**src/logic/cbus_pkg.sv**
```systemverilog
package cbus_pkg;

	// ##########################################################################
	// Width types

	typedef logic [63:0] addr_t;
	typedef logic [63:0] word_t;
	typedef logic [7:0]  strobe_t;
	typedef logic [3:0]  axi_id_t;
	typedef logic [7:0]  beats_t;    // Burst length minus one, as AXI len
	typedef logic [2:0]  size_t;     // Log2 of bytes per beat

	typedef enum logic [1:0] {
		INCR = 2'd1,
		WRAP = 2'd2
	} burst_e;

	typedef enum logic [1:0] {
		OKAY   = 2'd0,
		SLVERR = 2'd2
	} resp_e;

	typedef enum logic [2:0] {
		IDLE,
		READ_ADDR,
		READ_DATA,
		WRITE_ADDR,
		WRITE_DATA,
		WRITE_RESP
	} cbus_state_e;

	// ##########################################################################
	// Cache bus

	typedef struct packed {
		logic    valid;
		logic    is_write;
		size_t   size;
		addr_t   addr;
		strobe_t strobe;
		word_t   data;
		beats_t  len;
		burst_e  burst;
	} cbus_req_t;

	typedef struct packed {
		logic  ready;
		logic  last;
		logic  error;    // Meaningful with last only
		word_t data;
	} cbus_resp_t;

	// ##########################################################################
	// AXI4 channel payloads

	typedef struct packed {
		axi_id_t    id;
		addr_t      addr;
		beats_t     len;
		size_t      size;
		burst_e     burst;
		logic       lock;
		logic [3:0] cache;
		logic [2:0] prot;
	} axi_addr_t;

	typedef struct packed {
		word_t   data;
		strobe_t strobe;
		logic    last;
	} axi_w_t;

	typedef struct packed {
		axi_id_t id;
		word_t   data;
		resp_e   resp;
		logic    last;
	} axi_r_t;

	typedef struct packed {
		axi_id_t id;
		resp_e   resp;
	} axi_b_t;

endpackage

```
**src/logic/cbus_arbiter.sv**
```systemverilog
module cbus_arbiter (
	input  logic                  aclk,
	input  logic                  rst_n,

	input  cbus_pkg::cbus_req_t   ireq,
	output cbus_pkg::cbus_resp_t  iresp,
	input  cbus_pkg::cbus_req_t   dreq,
	output cbus_pkg::cbus_resp_t  dresp,

	output cbus_pkg::cbus_req_t   greq,
	input  cbus_pkg::cbus_resp_t  gresp
);

	logic busy_q;
	logic owner_q;       // 1 selects the data port
	logic grant_d;
	logic any_valid;
	logic done;

	// ##########################################################################
	// Grant decision

	assign any_valid = ireq.valid | dreq.valid;
	assign grant_d   = dreq.valid;    // Data port wins a tie
	assign done      = busy_q & gresp.ready & gresp.last;

	always_ff @(posedge aclk) begin
		if (!rst_n) begin
			busy_q  <= 1'b0;
			owner_q <= 1'b0;
		end else begin
			if (!busy_q) begin
				if (any_valid) begin
					busy_q  <= 1'b1;
					owner_q <= grant_d;
				end
			end else if (done) begin
				busy_q <= 1'b0;    // Free again next cycle
			end
		end
	end

	// ##########################################################################
	// Request forward and response steering

	always_comb begin
		greq = '0;
		if (busy_q) begin
			greq = owner_q ? dreq : ireq;
		end
	end

	always_comb begin
		iresp = '0;
		dresp = '0;
		if (busy_q) begin
			if (owner_q) begin
				dresp = gresp;
			end else begin
				iresp = gresp;
			end
		end
	end

endmodule

```
**src/logic/cbus_to_axi.sv**
```systemverilog
module cbus_to_axi #(
	parameter cbus_pkg::axi_id_t AXI_ID = '0
) (
	input  logic                  aclk,
	input  logic                  rst_n,

	input  cbus_pkg::cbus_req_t   req,
	output cbus_pkg::cbus_resp_t  resp,

	output cbus_pkg::axi_addr_t   ar,
	output logic                  arvalid,
	input  logic                  arready,
	input  cbus_pkg::axi_r_t      r,
	input  logic                  rvalid,
	output logic                  rready,

	output cbus_pkg::axi_addr_t   aw,
	output logic                  awvalid,
	input  logic                  awready,
	output cbus_pkg::axi_w_t      w,
	output logic                  wvalid,
	input  logic                  wready,
	input  cbus_pkg::axi_b_t      b,
	input  logic                  bvalid,
	output logic                  bready
);

	cbus_pkg::cbus_state_e state_q;
	cbus_pkg::cbus_state_e state_d;
	cbus_pkg::beats_t      beat_q;    // W beats already accepted
	cbus_pkg::axi_addr_t   addr_req;
	logic                  err_q;
	logic                  r_bad;
	logic                  w_last;

	// ##########################################################################
	// Address and write payloads from the held request

	always_comb begin
		addr_req       = '0;
		addr_req.id    = AXI_ID;
		addr_req.addr  = req.addr;
		addr_req.len   = req.len;
		addr_req.size  = req.size;
		addr_req.burst = req.burst;
		addr_req.lock  = 1'b0;
		addr_req.cache = 4'b0011;    // Normal, bufferable
		addr_req.prot  = 3'b000;
	end

	assign ar = addr_req;
	assign aw = addr_req;

	assign w_last   = (beat_q == req.len);
	assign w.data   = req.data;
	assign w.strobe = req.strobe;
	assign w.last   = w_last;

	assign r_bad = (r.resp != cbus_pkg::OKAY);

	// ##########################################################################
	// State machine

	always_comb begin
		state_d = state_q;
		unique case (state_q)
			cbus_pkg::IDLE: begin
				if (req.valid) begin
					state_d = req.is_write ? cbus_pkg::WRITE_ADDR : cbus_pkg::READ_ADDR;
				end
			end
			cbus_pkg::READ_ADDR: begin
				if (arready) state_d = cbus_pkg::READ_DATA;
			end
			cbus_pkg::READ_DATA: begin
				if (rvalid && r.last) state_d = cbus_pkg::IDLE;
			end
			cbus_pkg::WRITE_ADDR: begin
				if (awready) state_d = cbus_pkg::WRITE_DATA;
			end
			cbus_pkg::WRITE_DATA: begin
				if (wready && w_last) state_d = cbus_pkg::WRITE_RESP;
			end
			cbus_pkg::WRITE_RESP: begin
				if (bvalid) state_d = cbus_pkg::IDLE;
			end
			default: state_d = cbus_pkg::IDLE;
		endcase
	end

	always_ff @(posedge aclk) begin
		if (!rst_n) begin
			state_q <= cbus_pkg::IDLE;
			beat_q  <= '0;
			err_q   <= 1'b0;
		end else begin
			state_q <= state_d;

			if (state_q == cbus_pkg::IDLE) begin
				err_q <= 1'b0;
			end else if (rvalid && rready && r_bad) begin
				err_q <= 1'b1;    // Sticky until next request
			end

			if (awvalid && awready) begin
				beat_q <= '0;
			end else if (wvalid && wready) begin
				beat_q <= beat_q + cbus_pkg::beats_t'(1);
			end
		end
	end

	// ##########################################################################
	// Channel handshakes and cbus response

	assign arvalid = (state_q == cbus_pkg::READ_ADDR);
	assign awvalid = (state_q == cbus_pkg::WRITE_ADDR);
	assign wvalid  = (state_q == cbus_pkg::WRITE_DATA);
	assign rready  = (state_q == cbus_pkg::READ_DATA);
	assign bready  = (state_q == cbus_pkg::WRITE_RESP);

	always_comb begin
		resp = '0;
		unique case (state_q)
			cbus_pkg::READ_DATA: begin
				resp.ready = rvalid;            // Beat passes straight through
				resp.last  = r.last;
				resp.data  = r.data;
				resp.error = r.last & (err_q | r_bad);
			end
			cbus_pkg::WRITE_DATA: begin
				resp.ready = wready & ~w_last;  // Final ack comes from B
			end
			cbus_pkg::WRITE_RESP: begin
				resp.ready = bvalid;
				resp.last  = 1'b1;
				resp.error = (b.resp != cbus_pkg::OKAY);
			end
			default: resp = '0;
		endcase
	end

endmodule

```
**src/logic/mem_bridge_top.sv**
```systemverilog
module mem_bridge_top #(
	parameter cbus_pkg::axi_id_t AXI_ID = '0
) (
	input  logic                  aclk,
	input  logic                  rst_n,

	input  cbus_pkg::cbus_req_t   ireq,
	output cbus_pkg::cbus_resp_t  iresp,
	input  cbus_pkg::cbus_req_t   dreq,
	output cbus_pkg::cbus_resp_t  dresp,

	output cbus_pkg::axi_addr_t   ar,
	output logic                  arvalid,
	input  logic                  arready,
	input  cbus_pkg::axi_r_t      r,
	input  logic                  rvalid,
	output logic                  rready,

	output cbus_pkg::axi_addr_t   aw,
	output logic                  awvalid,
	input  logic                  awready,
	output cbus_pkg::axi_w_t      w,
	output logic                  wvalid,
	input  logic                  wready,
	input  cbus_pkg::axi_b_t      b,
	input  logic                  bvalid,
	output logic                  bready
);

	cbus_pkg::cbus_req_t  greq;    // Granted request
	cbus_pkg::cbus_resp_t gresp;

	cbus_arbiter u_arbiter (
		.aclk  (aclk),
		.rst_n (rst_n),
		.ireq  (ireq),
		.iresp (iresp),
		.dreq  (dreq),
		.dresp (dresp),
		.greq  (greq),
		.gresp (gresp)
	);

	cbus_to_axi #(
		.AXI_ID (AXI_ID)
	) u_cvt (
		.aclk    (aclk),
		.rst_n   (rst_n),
		.req     (greq),
		.resp    (gresp),
		.ar      (ar),
		.arvalid (arvalid),
		.arready (arready),
		.r       (r),
		.rvalid  (rvalid),
		.rready  (rready),
		.aw      (aw),
		.awvalid (awvalid),
		.awready (awready),
		.w       (w),
		.wvalid  (wvalid),
		.wready  (wready),
		.b       (b),
		.bvalid  (bvalid),
		.bready  (bready)
	);

endmodule

```
**config.mk**
```make
export PLATFORM = sky130hd
export DESIGN_NAME = mem_bridge_top
export DESIGN_NICKNAME = d
export VERILOG_FILES = /design/src/logic/cbus_pkg.sv /design/src/logic/cbus_arbiter.sv /design/src/logic/cbus_to_axi.sv /design/src/logic/mem_bridge_top.sv
export SDC_FILE = /design/constraint.sdc
export NUM_CORES = 1
export LEC_CHECK = 0
export ABC_AREA = 1
export BUFFER_PORTS_ARGS = -buffer_cell sky130_fd_sc_hd__clkbuf_2
export CAP_MARGIN = 20
export CORE_AREA = 2 2 298 300
export CTS_BUF_LIST = sky130_fd_sc_hd__clkbuf_2
export DETAILED_ROUTE_END_ITERATION = 6
export DIE_AREA = 0 0 300 302
export PLACE_DENSITY = 0.3
export SLEW_MARGIN = 20
export SYNTH_ARGS = -nofsm -noshare
export SYNTH_HDL_FRONTEND = slang
export SYNTH_SLANG_ARGS = --single-unit
```
**constraint.sdc**
```tcl
create_clock -name aclk -period 3.6 [get_ports aclk]
set_input_delay 0.72 -clock aclk [delete_from_list [all_inputs] [get_ports aclk]]
set_output_delay 0.72 -clock aclk [all_outputs]
set_load 0.03 [all_outputs]
```
# After elaboration in Yosys (flattened, before gate mapping)
# Cells that the tools add are included.
# word_totals
ff_bits	14
inputBits	386
out_inout_bits	390
wordCells	60
# op_classes
n_addsub	1
n_eq_ne	12
n_mux	20
bitwise_logic	9
reduce_logical	13
# ops
cell	n
151-bit 2-to-1 mux	2
67-bit 2-to-1 mux	4
64-bit 2-to-1 mux	1
3-bit 2-to-1 mux	6
3-bit one-hot mux with 6 select lines	1
2-bit != test, second input constant	5
8-bit by 1-bit adder with 8-bit output, second input constant	1
8-bit equality test	1
3-bit by 2-bit equality test with 1-bit output, second input constant	2
3-bit equality test, second input constant	2
1-bit logical AND	6
6-bit AND reduction	1
1-bit AND	4
2-bit one-hot mux with 2 select lines	1
2-bit nonzero test	2
2-bit OR reduction	2
3-bit by 1-bit equality test with 1-bit output, second input constant	1
3-bit logical NOT	1
1-bit 2-to-1 mux	3
1-bit NOT	3
1-bit one-hot mux with 3 select lines	1
2-bit 2-to-1 mux	1
2-bit by 1-bit != test with 1-bit output, second input constant	1
1-bit OR	2
2-bit AND reduction	1

# Depth between registers and ports, before layout
# Gate-level depths: netlist (run 1).
# depth
word_depth	10
mapped_depth	17
mapped_depth_nobuf	16

# Hierarchy
# From an unflattened synthesis (run 1), not the netlist that was laid out.
# unflattened
hier_cells	1287
area_unflattened_um2	6537.5
# by_module_without_submodules
module	instances	cells_per_inst	area_each_um2	seq_area_each_um2
cbus_to_axi	1	555	3433.3	240.2
cbus_arbiter	1	732	3104.2	40.0

# Least setup slack after synthesis (run 1)
# No wires, ideal clock.
# synth_path
path_type	input to output
start	input dreq[7] (netlist name)
end	output dresp[66] (netlist name)
arrival_time_ps	1975
required_ps	2880
setup_slack_ps	905
cell_stages	12
cell_sequence	nand3_1 nand2_1 nand2_1 nand2_1 inv_2 nand2_1 nor2_1 nand2_1 nand2_1 nand2_1 nand2_1 nor2_1
# synth_rtl
element	line_no	rtl
start: declaration	mem_bridge_top.sv:9	input cbus_pkg::cbus_req_t dreq,
end: declaration	mem_bridge_top.sv:10	output cbus_pkg::cbus_resp_t dresp,

==> metrics, run 1 <==
RSZ-0062 raised after global routing no; number of antenna violations at the first check in global routing 13; drt via density 2.87; status completed; Detailed Place HPWL 38,200 um; final worst slack 371 ps; CTS sink count 14; CTS tree yes; Hold Fails Final Rpt 0; syn_area_per_cell 5.95 um2; Pre-antenna DRT Iters 4; Startpoint Class flip-flop; vias in the first global route 6,559; Crit Path Class flip-flop to output pin; WL per Instance 16.9 um; post-synthesis cell area 4030 um2; Peak Freq 0.310 GHz; Synthesis Warnings 0; nature of the critical path endpoint output pin; GRT Overall Usage 0.0828; Die X-Extent 300 um; WHS Path Cells 2; Post-CTS Setup Inserts 0; Worst R2R Path Depth 11; Yosys top cell by area a22o_1; final core utilization 0.0972; Final nets 1,694; Clock transition at path regs 180 ps; library cells used by synthesis 32; Primary FF master, synth dfxtp_1; Setup TNS 0 ps; DR vias 7,109; cell count after synthesis 677; slowest CP cell dfxtp_1; Seq/Total Area, Yosys 0.0696; pre-CTS setup slack 657 ps; H-tree levels 1; Clock Tree Root clkbuf_2; Worst Hold Class flip-flop to flip-flop; largest net degree at the start of global routing 124; Slew HR 0.435; Clock Skews 5.67 ps; Final setup viols 0; Post-synth EDFFs 0; boundary pin count 776; first-pass GRT wire length 52,500 um; worst-case vdd ir drop 0.0000937 V; TritonCTS Buffers 3; P&R area growth vs syn 112%; die area 90,600 um2; fin crit period 3230 ps; PortBufs 743; initial DRC count 423; max incr delay on CP 640 ps; Max Slew Vio Count 0; GP Congestion 0.782; DRT Wirelength 41,800 um; Yosys top cell area share 0.307; buffer depth of the longest clock path 2; Pwr Density 275 nW/um2; # resized after CTS 0; worst-path fanout max 123; CP required 2880 ps; Max-Cap Viols 0; Worst EP arrival 2510 ps; Hold-fix buffers, CTS 0; core region area 87,600 um2; total gr overflow 0; Clk Latency, worst-skew pair 300 ps; share of layout cells above drive strength 1 0.595; Post-synth ARST share 0; DRC 0; num rows 109; most common cell in the netlist nor2_1; Post-Layout Cell Count 2,474; placed insts 2,467; Area contributors post-synth a22o_1, buf_4, nor2_1; final antenna-violating net count 0; Initial Utilization 0.0460; chip height 302 um; leakage 4.67 nW; Tcrit/Tclk final 0.897; synth cell count leaders nor2_1, a22o_1, nand2_1; cells along the critical path inv_2 -> nor2_4 -> buf_12 -> a22o_1 -> clkbuf_2; Tightest Pin Transition 848 ps; flops & latches, synth 14
[per-layer routing]
| metal | routed length [um] | share of wire | global-route usage |
|---|---|---|---|
| met5 | 111 | 0.0027 | 0 |
| met3 | 3590 | 0.086 | 0.0231 |
| met2 | 19400 | 0.46 | 0.140 |
| met4 | 439 | 0.011 | 0.00929 |
| met1 | 18300 | 0.44 | 0.107 |
[final timing paths]
path | from | to | slack (ps)
setup / recovery | u_arbiter.busy_q | ar[50] | 370
hold / removal | u_cvt.beat_q[5] | u_cvt.beat_q[6] | 540
setup reg to reg | u_cvt.state_q[0] | u_cvt.state_q[1] | 1250
hold reg to reg | u_cvt.beat_q[5] | u_cvt.beat_q[6] | 540
[per-stage QoR]
stage,power (W),instance area (um2),hold WS (ps)
after global routing,0.00250,8510,583
after global placement,0.00230,8490,537
final,0.00234,8510,545
after detailed placement,0.00228,8490,525
after CTS,0.00238,8510,549
after floorplan,0.00155,4110,472
[layout make-up]
cell class              instances  area, um2
flip-flops and latches         14        280
fillers                     10500      79000
clock inverters                 1       3.75
multi-input cells             495       2730
clock buffers                   3       15.0
well taps                    1165       1460
diodes                          3       7.51
repair buffers                759       3890
inverters                      34        133
[worst max-delay path, delay by kind of cell, from the launching register on]
family / cells / cell delay, ps
AOI/OAI and AO/OA: 1 / 340
buffers and inverters: 3 / 680
DFF: 1 / 640
and+or+nand+nor: 1 / 220
[state kept, by name (all words and copies together) (netlist names)]
signal and cells:
u_cvt.err_q 1, u_cvt.beat_q 8, u_arbiter.busy_q 1, u_arbiter.owner_q 1
u_cvt.state_q 3
[cells by family (layout without fill, tap and decap cells)]
group                      count (synthesis)  count (layout)  synth area share
other                                      2              27           0.00187
AOI/OAI and AO/OA                        169             169             0.347
and+or+nand+nor                          300             300             0.301
xor gates and xnor gates                   1               1           0.00218
buffers and inverters                    190             797             0.275
DFF                                       14              14            0.0696
adders and majority gates                  1               1           0.00311
[power by group]
part / leakage [nW] / switching, W / total [W] / internal [W]
Clock: 0.0140 / 0.0000633 / 0.0000875 / 0.0000242
Sequential: 0.114 / 0.0000342 / 0.000209 / 0.000174
Combinational: 4.54 / 0.00147 / 0.00205 / 0.000574
[placed cells by master, fill, tap and decap left out, drive strengths merged]
cell      n
a21oi     9
a221oi    1
a22o    141
a311oi    1
buf      16
clkbuf  746
clkinv    1
conb     24
dfxtp    14
diode     3
ha        1
inv      34
nand2   115
nand3    21
nand3b    1
nor2    149
nor3     12
nor3b     1
nor4      1
o211a     1
o21a      1
o21ai    13
o31a      1
o32ai     1
xor2      1
No activity file was read; power rests on OpenSTA's default activity.
==> inputs of run 2 (changes only) <==
--- a/config.mk
+++ b/config.mk
@@ -8,10 +8,10 @@
 export ABC_AREA = 1
 export BUFFER_PORTS_ARGS = -buffer_cell sky130_fd_sc_hd__clkbuf_2
 export CAP_MARGIN = 20
-export CORE_AREA = 2 2 298 300
+export CORE_AREA = 2 2 300 302
 export CTS_BUF_LIST = sky130_fd_sc_hd__clkbuf_2
 export DETAILED_ROUTE_END_ITERATION = 6
-export DIE_AREA = 0 0 300 302
+export DIE_AREA = 0 0 302 304
 export PLACE_DENSITY = 0.3
 export SLEW_MARGIN = 20
 export SYNTH_ARGS = -nofsm -noshare
==> constraint.sdc (replaced) <==
create_clock -name aclk -period 3.7 [get_ports aclk]
set_input_delay 0.74 -clock aclk [delete_from_list [all_inputs] [get_ports aclk]]
set_output_delay 0.74 -clock aclk [all_outputs]
set_load 0.03 [all_outputs]
==> run 2 against run 1 <==
Against the previous run: sequential cell count is the same; die area rose by 1.3%; register-to-register slack better by 160 ps; count of clock-buffer cells in the layout did not move; clock power shrank 6.5%; sequential share of layout area is essentially flat; combinational power fell by 2%; global-route usage is 0.50 points higher; first-iteration DRC count down 18%; final cell count up 0.97%; via count is 0.82% higher; highest routed layer unchanged.
==> metrics, run 2 (synthesized netlist as in run 1, its figures left out) <==
status completed; DRC 0; Power Internal 0.000754 W; Pre-antenna DRT Iters 5; TritonCTS Buffers 3; P&R area growth vs syn 114%; Clock Tree Root clkbuf_2; Final setup viols 0; GP Congestion 0.760; Worst EP arrival 2550 ps; Reg power frac 0.089; CTS sink count 14; Detailed Place HPWL 40,600 um; part of the power in the clock network 0.036; WL per Instance 17.6 um; area of the multi-input gates 2730 um2; GRT Overall Usage 0.0877; Final nets 1,704; final core utilization 0.0966; CP required 2960 ps; max FFs per register 8; commonest non-fill, non-tap cells in the layout clkbuf_2, nor2_1, a22o_1; largest net degree at the start of global routing 68; DR vias 7,167; drt via density 2.87; largest reg by FF count u_cvt.beat_q; fin crit period 3290 ps; Crit Path Class flip-flop to output pin; Tcrit/Tclk final 0.890; PortBufs 743; chip height 304 um; Die X-Extent 302 um; Worst Hold Class flip-flop to flip-flop; first-pass GRT wire length 55,800 um; nature of the critical path endpoint output pin; initial DRC count 346; fill count 10,600; Peak Freq 0.304 GHz; DRT Wirelength 44,000 um; number of antenna violations at the first check in global routing 17; commonest non-fill, non-tap cell in the layout clkbuf_2; worst-case vdd ir drop 0.000120 V; share of layout cells above drive strength 1 0.598; Initial Utilization 0.0452; final antenna-violating net count 0; worst-path fanout max 31; vias in the first global route 6,853; Gate power share 0.875; Sw Ratio 0.670; leakage 4.72 nW; Clk Latency, worst-skew pair 290 ps; Tightest Pin Transition 895 ps; core region area 89,000 um2; Hold Fails Final Rpt 0; Max-Cap Viols 0; die area 91,800 um2; Clock Skews 1.87 ps; Switch Pwr 0.00153 W; Slew HR 0.403; Startpoint Class flip-flop; H-tree levels 1; num rows 110; CTS tree yes; Reg area 280 um2; buffer depth of the longest clock path 2; Pwr Density 266 nW/um2; Max Slew Vio Count 0; total gr overflow 0; boundary pin count 776; Setup TNS 0 ps; RSZ-0062 raised after global routing no; Clock transition at path regs 170 ps; Regs by FF count u_cvt.beat_q (8), u_cvt.state_q (3)
==> run 2: final timing paths <==
| check | startpoint | endpoint | slack [ps] | depth (start not counted) |
|---|---|---|---|---|
| worst min-delay path | u_cvt.beat_q[6] | u_cvt.beat_q[6] | 530 | 2 |
| worst min register to register | u_cvt.beat_q[6] | u_cvt.beat_q[6] | 530 | 2 |
| worst max-delay path | u_arbiter.busy_q | dresp[66] | 410 | 14 |
| worst max register to register | u_arbiter.busy_q | u_cvt.state_q[0] | 1410 | 16 |
==> run 2: power groups by stage <==
stage | Clock, W | Sequential (W) | Combinational (W)
after detailed placement | 0 | 0.000206 | 0.00203
after global placement | 0 | 0.000207 | 0.00205
final | 0.0000818 | 0.000203 | 0.00200
after global routing | 0.0000910 | 0.000205 | 0.00215
after CTS | 0.0000847 | 0.000202 | 0.00204
after floorplan | 0 | 0.000192 | 0.00132
==> run 2: stage by stage <==
step	hold WS [ps]	total power (W)	instance area [um2]	worst slack, ps	instances
after detailed placement	512	0.00224	8560	577	2486
after global routing	552	0.00245	8600	138	2495
after floorplan	472	0.00151	4110	965	699
after global placement	519	0.00226	8560	606	2486
final	534	0.00229	8600	406	2498
after CTS	535	0.00233	8570	197	2489
==> run 2: final cells by class <==
type                            instances  share of cell area
Sequential cell                        14              0.0326
Tap cell                             1176               0.171
Multi-Input combinational cell        495               0.318
Inverter                               34              0.0154
Timing Repair Buffer                  769               0.460
Clock buffer                            3             0.00174
Antenna cell                            7             0.00204
==> run 2: what timing repair did <==
action,4_1_cts,5_1_grt
buffers inserted,0,2
hold buffers,0,0
setup endpoints to repair,0,1
resized for setup,0,0
==> run 2: metal layers <==
layer  GRT usage  vias to the layer above  share of wire
met3      0.0162                       34          0.074
met4      0.0162                        6          0.013
met5           0                        -        0.00084
li1            -                     3470              -
met2       0.148                      487           0.46
met1       0.116                     3170           0.45
==> run 2: critical path, cell delays in order, from the launching register on <==
cell      delay [ps]
dfxtp_1          630
nand2_4          110
inv_6            250
nand2_1          120
nand2_1          230
nand2_1           90
nand2_1           70
nand2_1           60
nor2_1            80
nand2_1           80
nand2_1           60
nand2_1           60
nand2_1          100
nor2_1            50
clkbuf_2         230
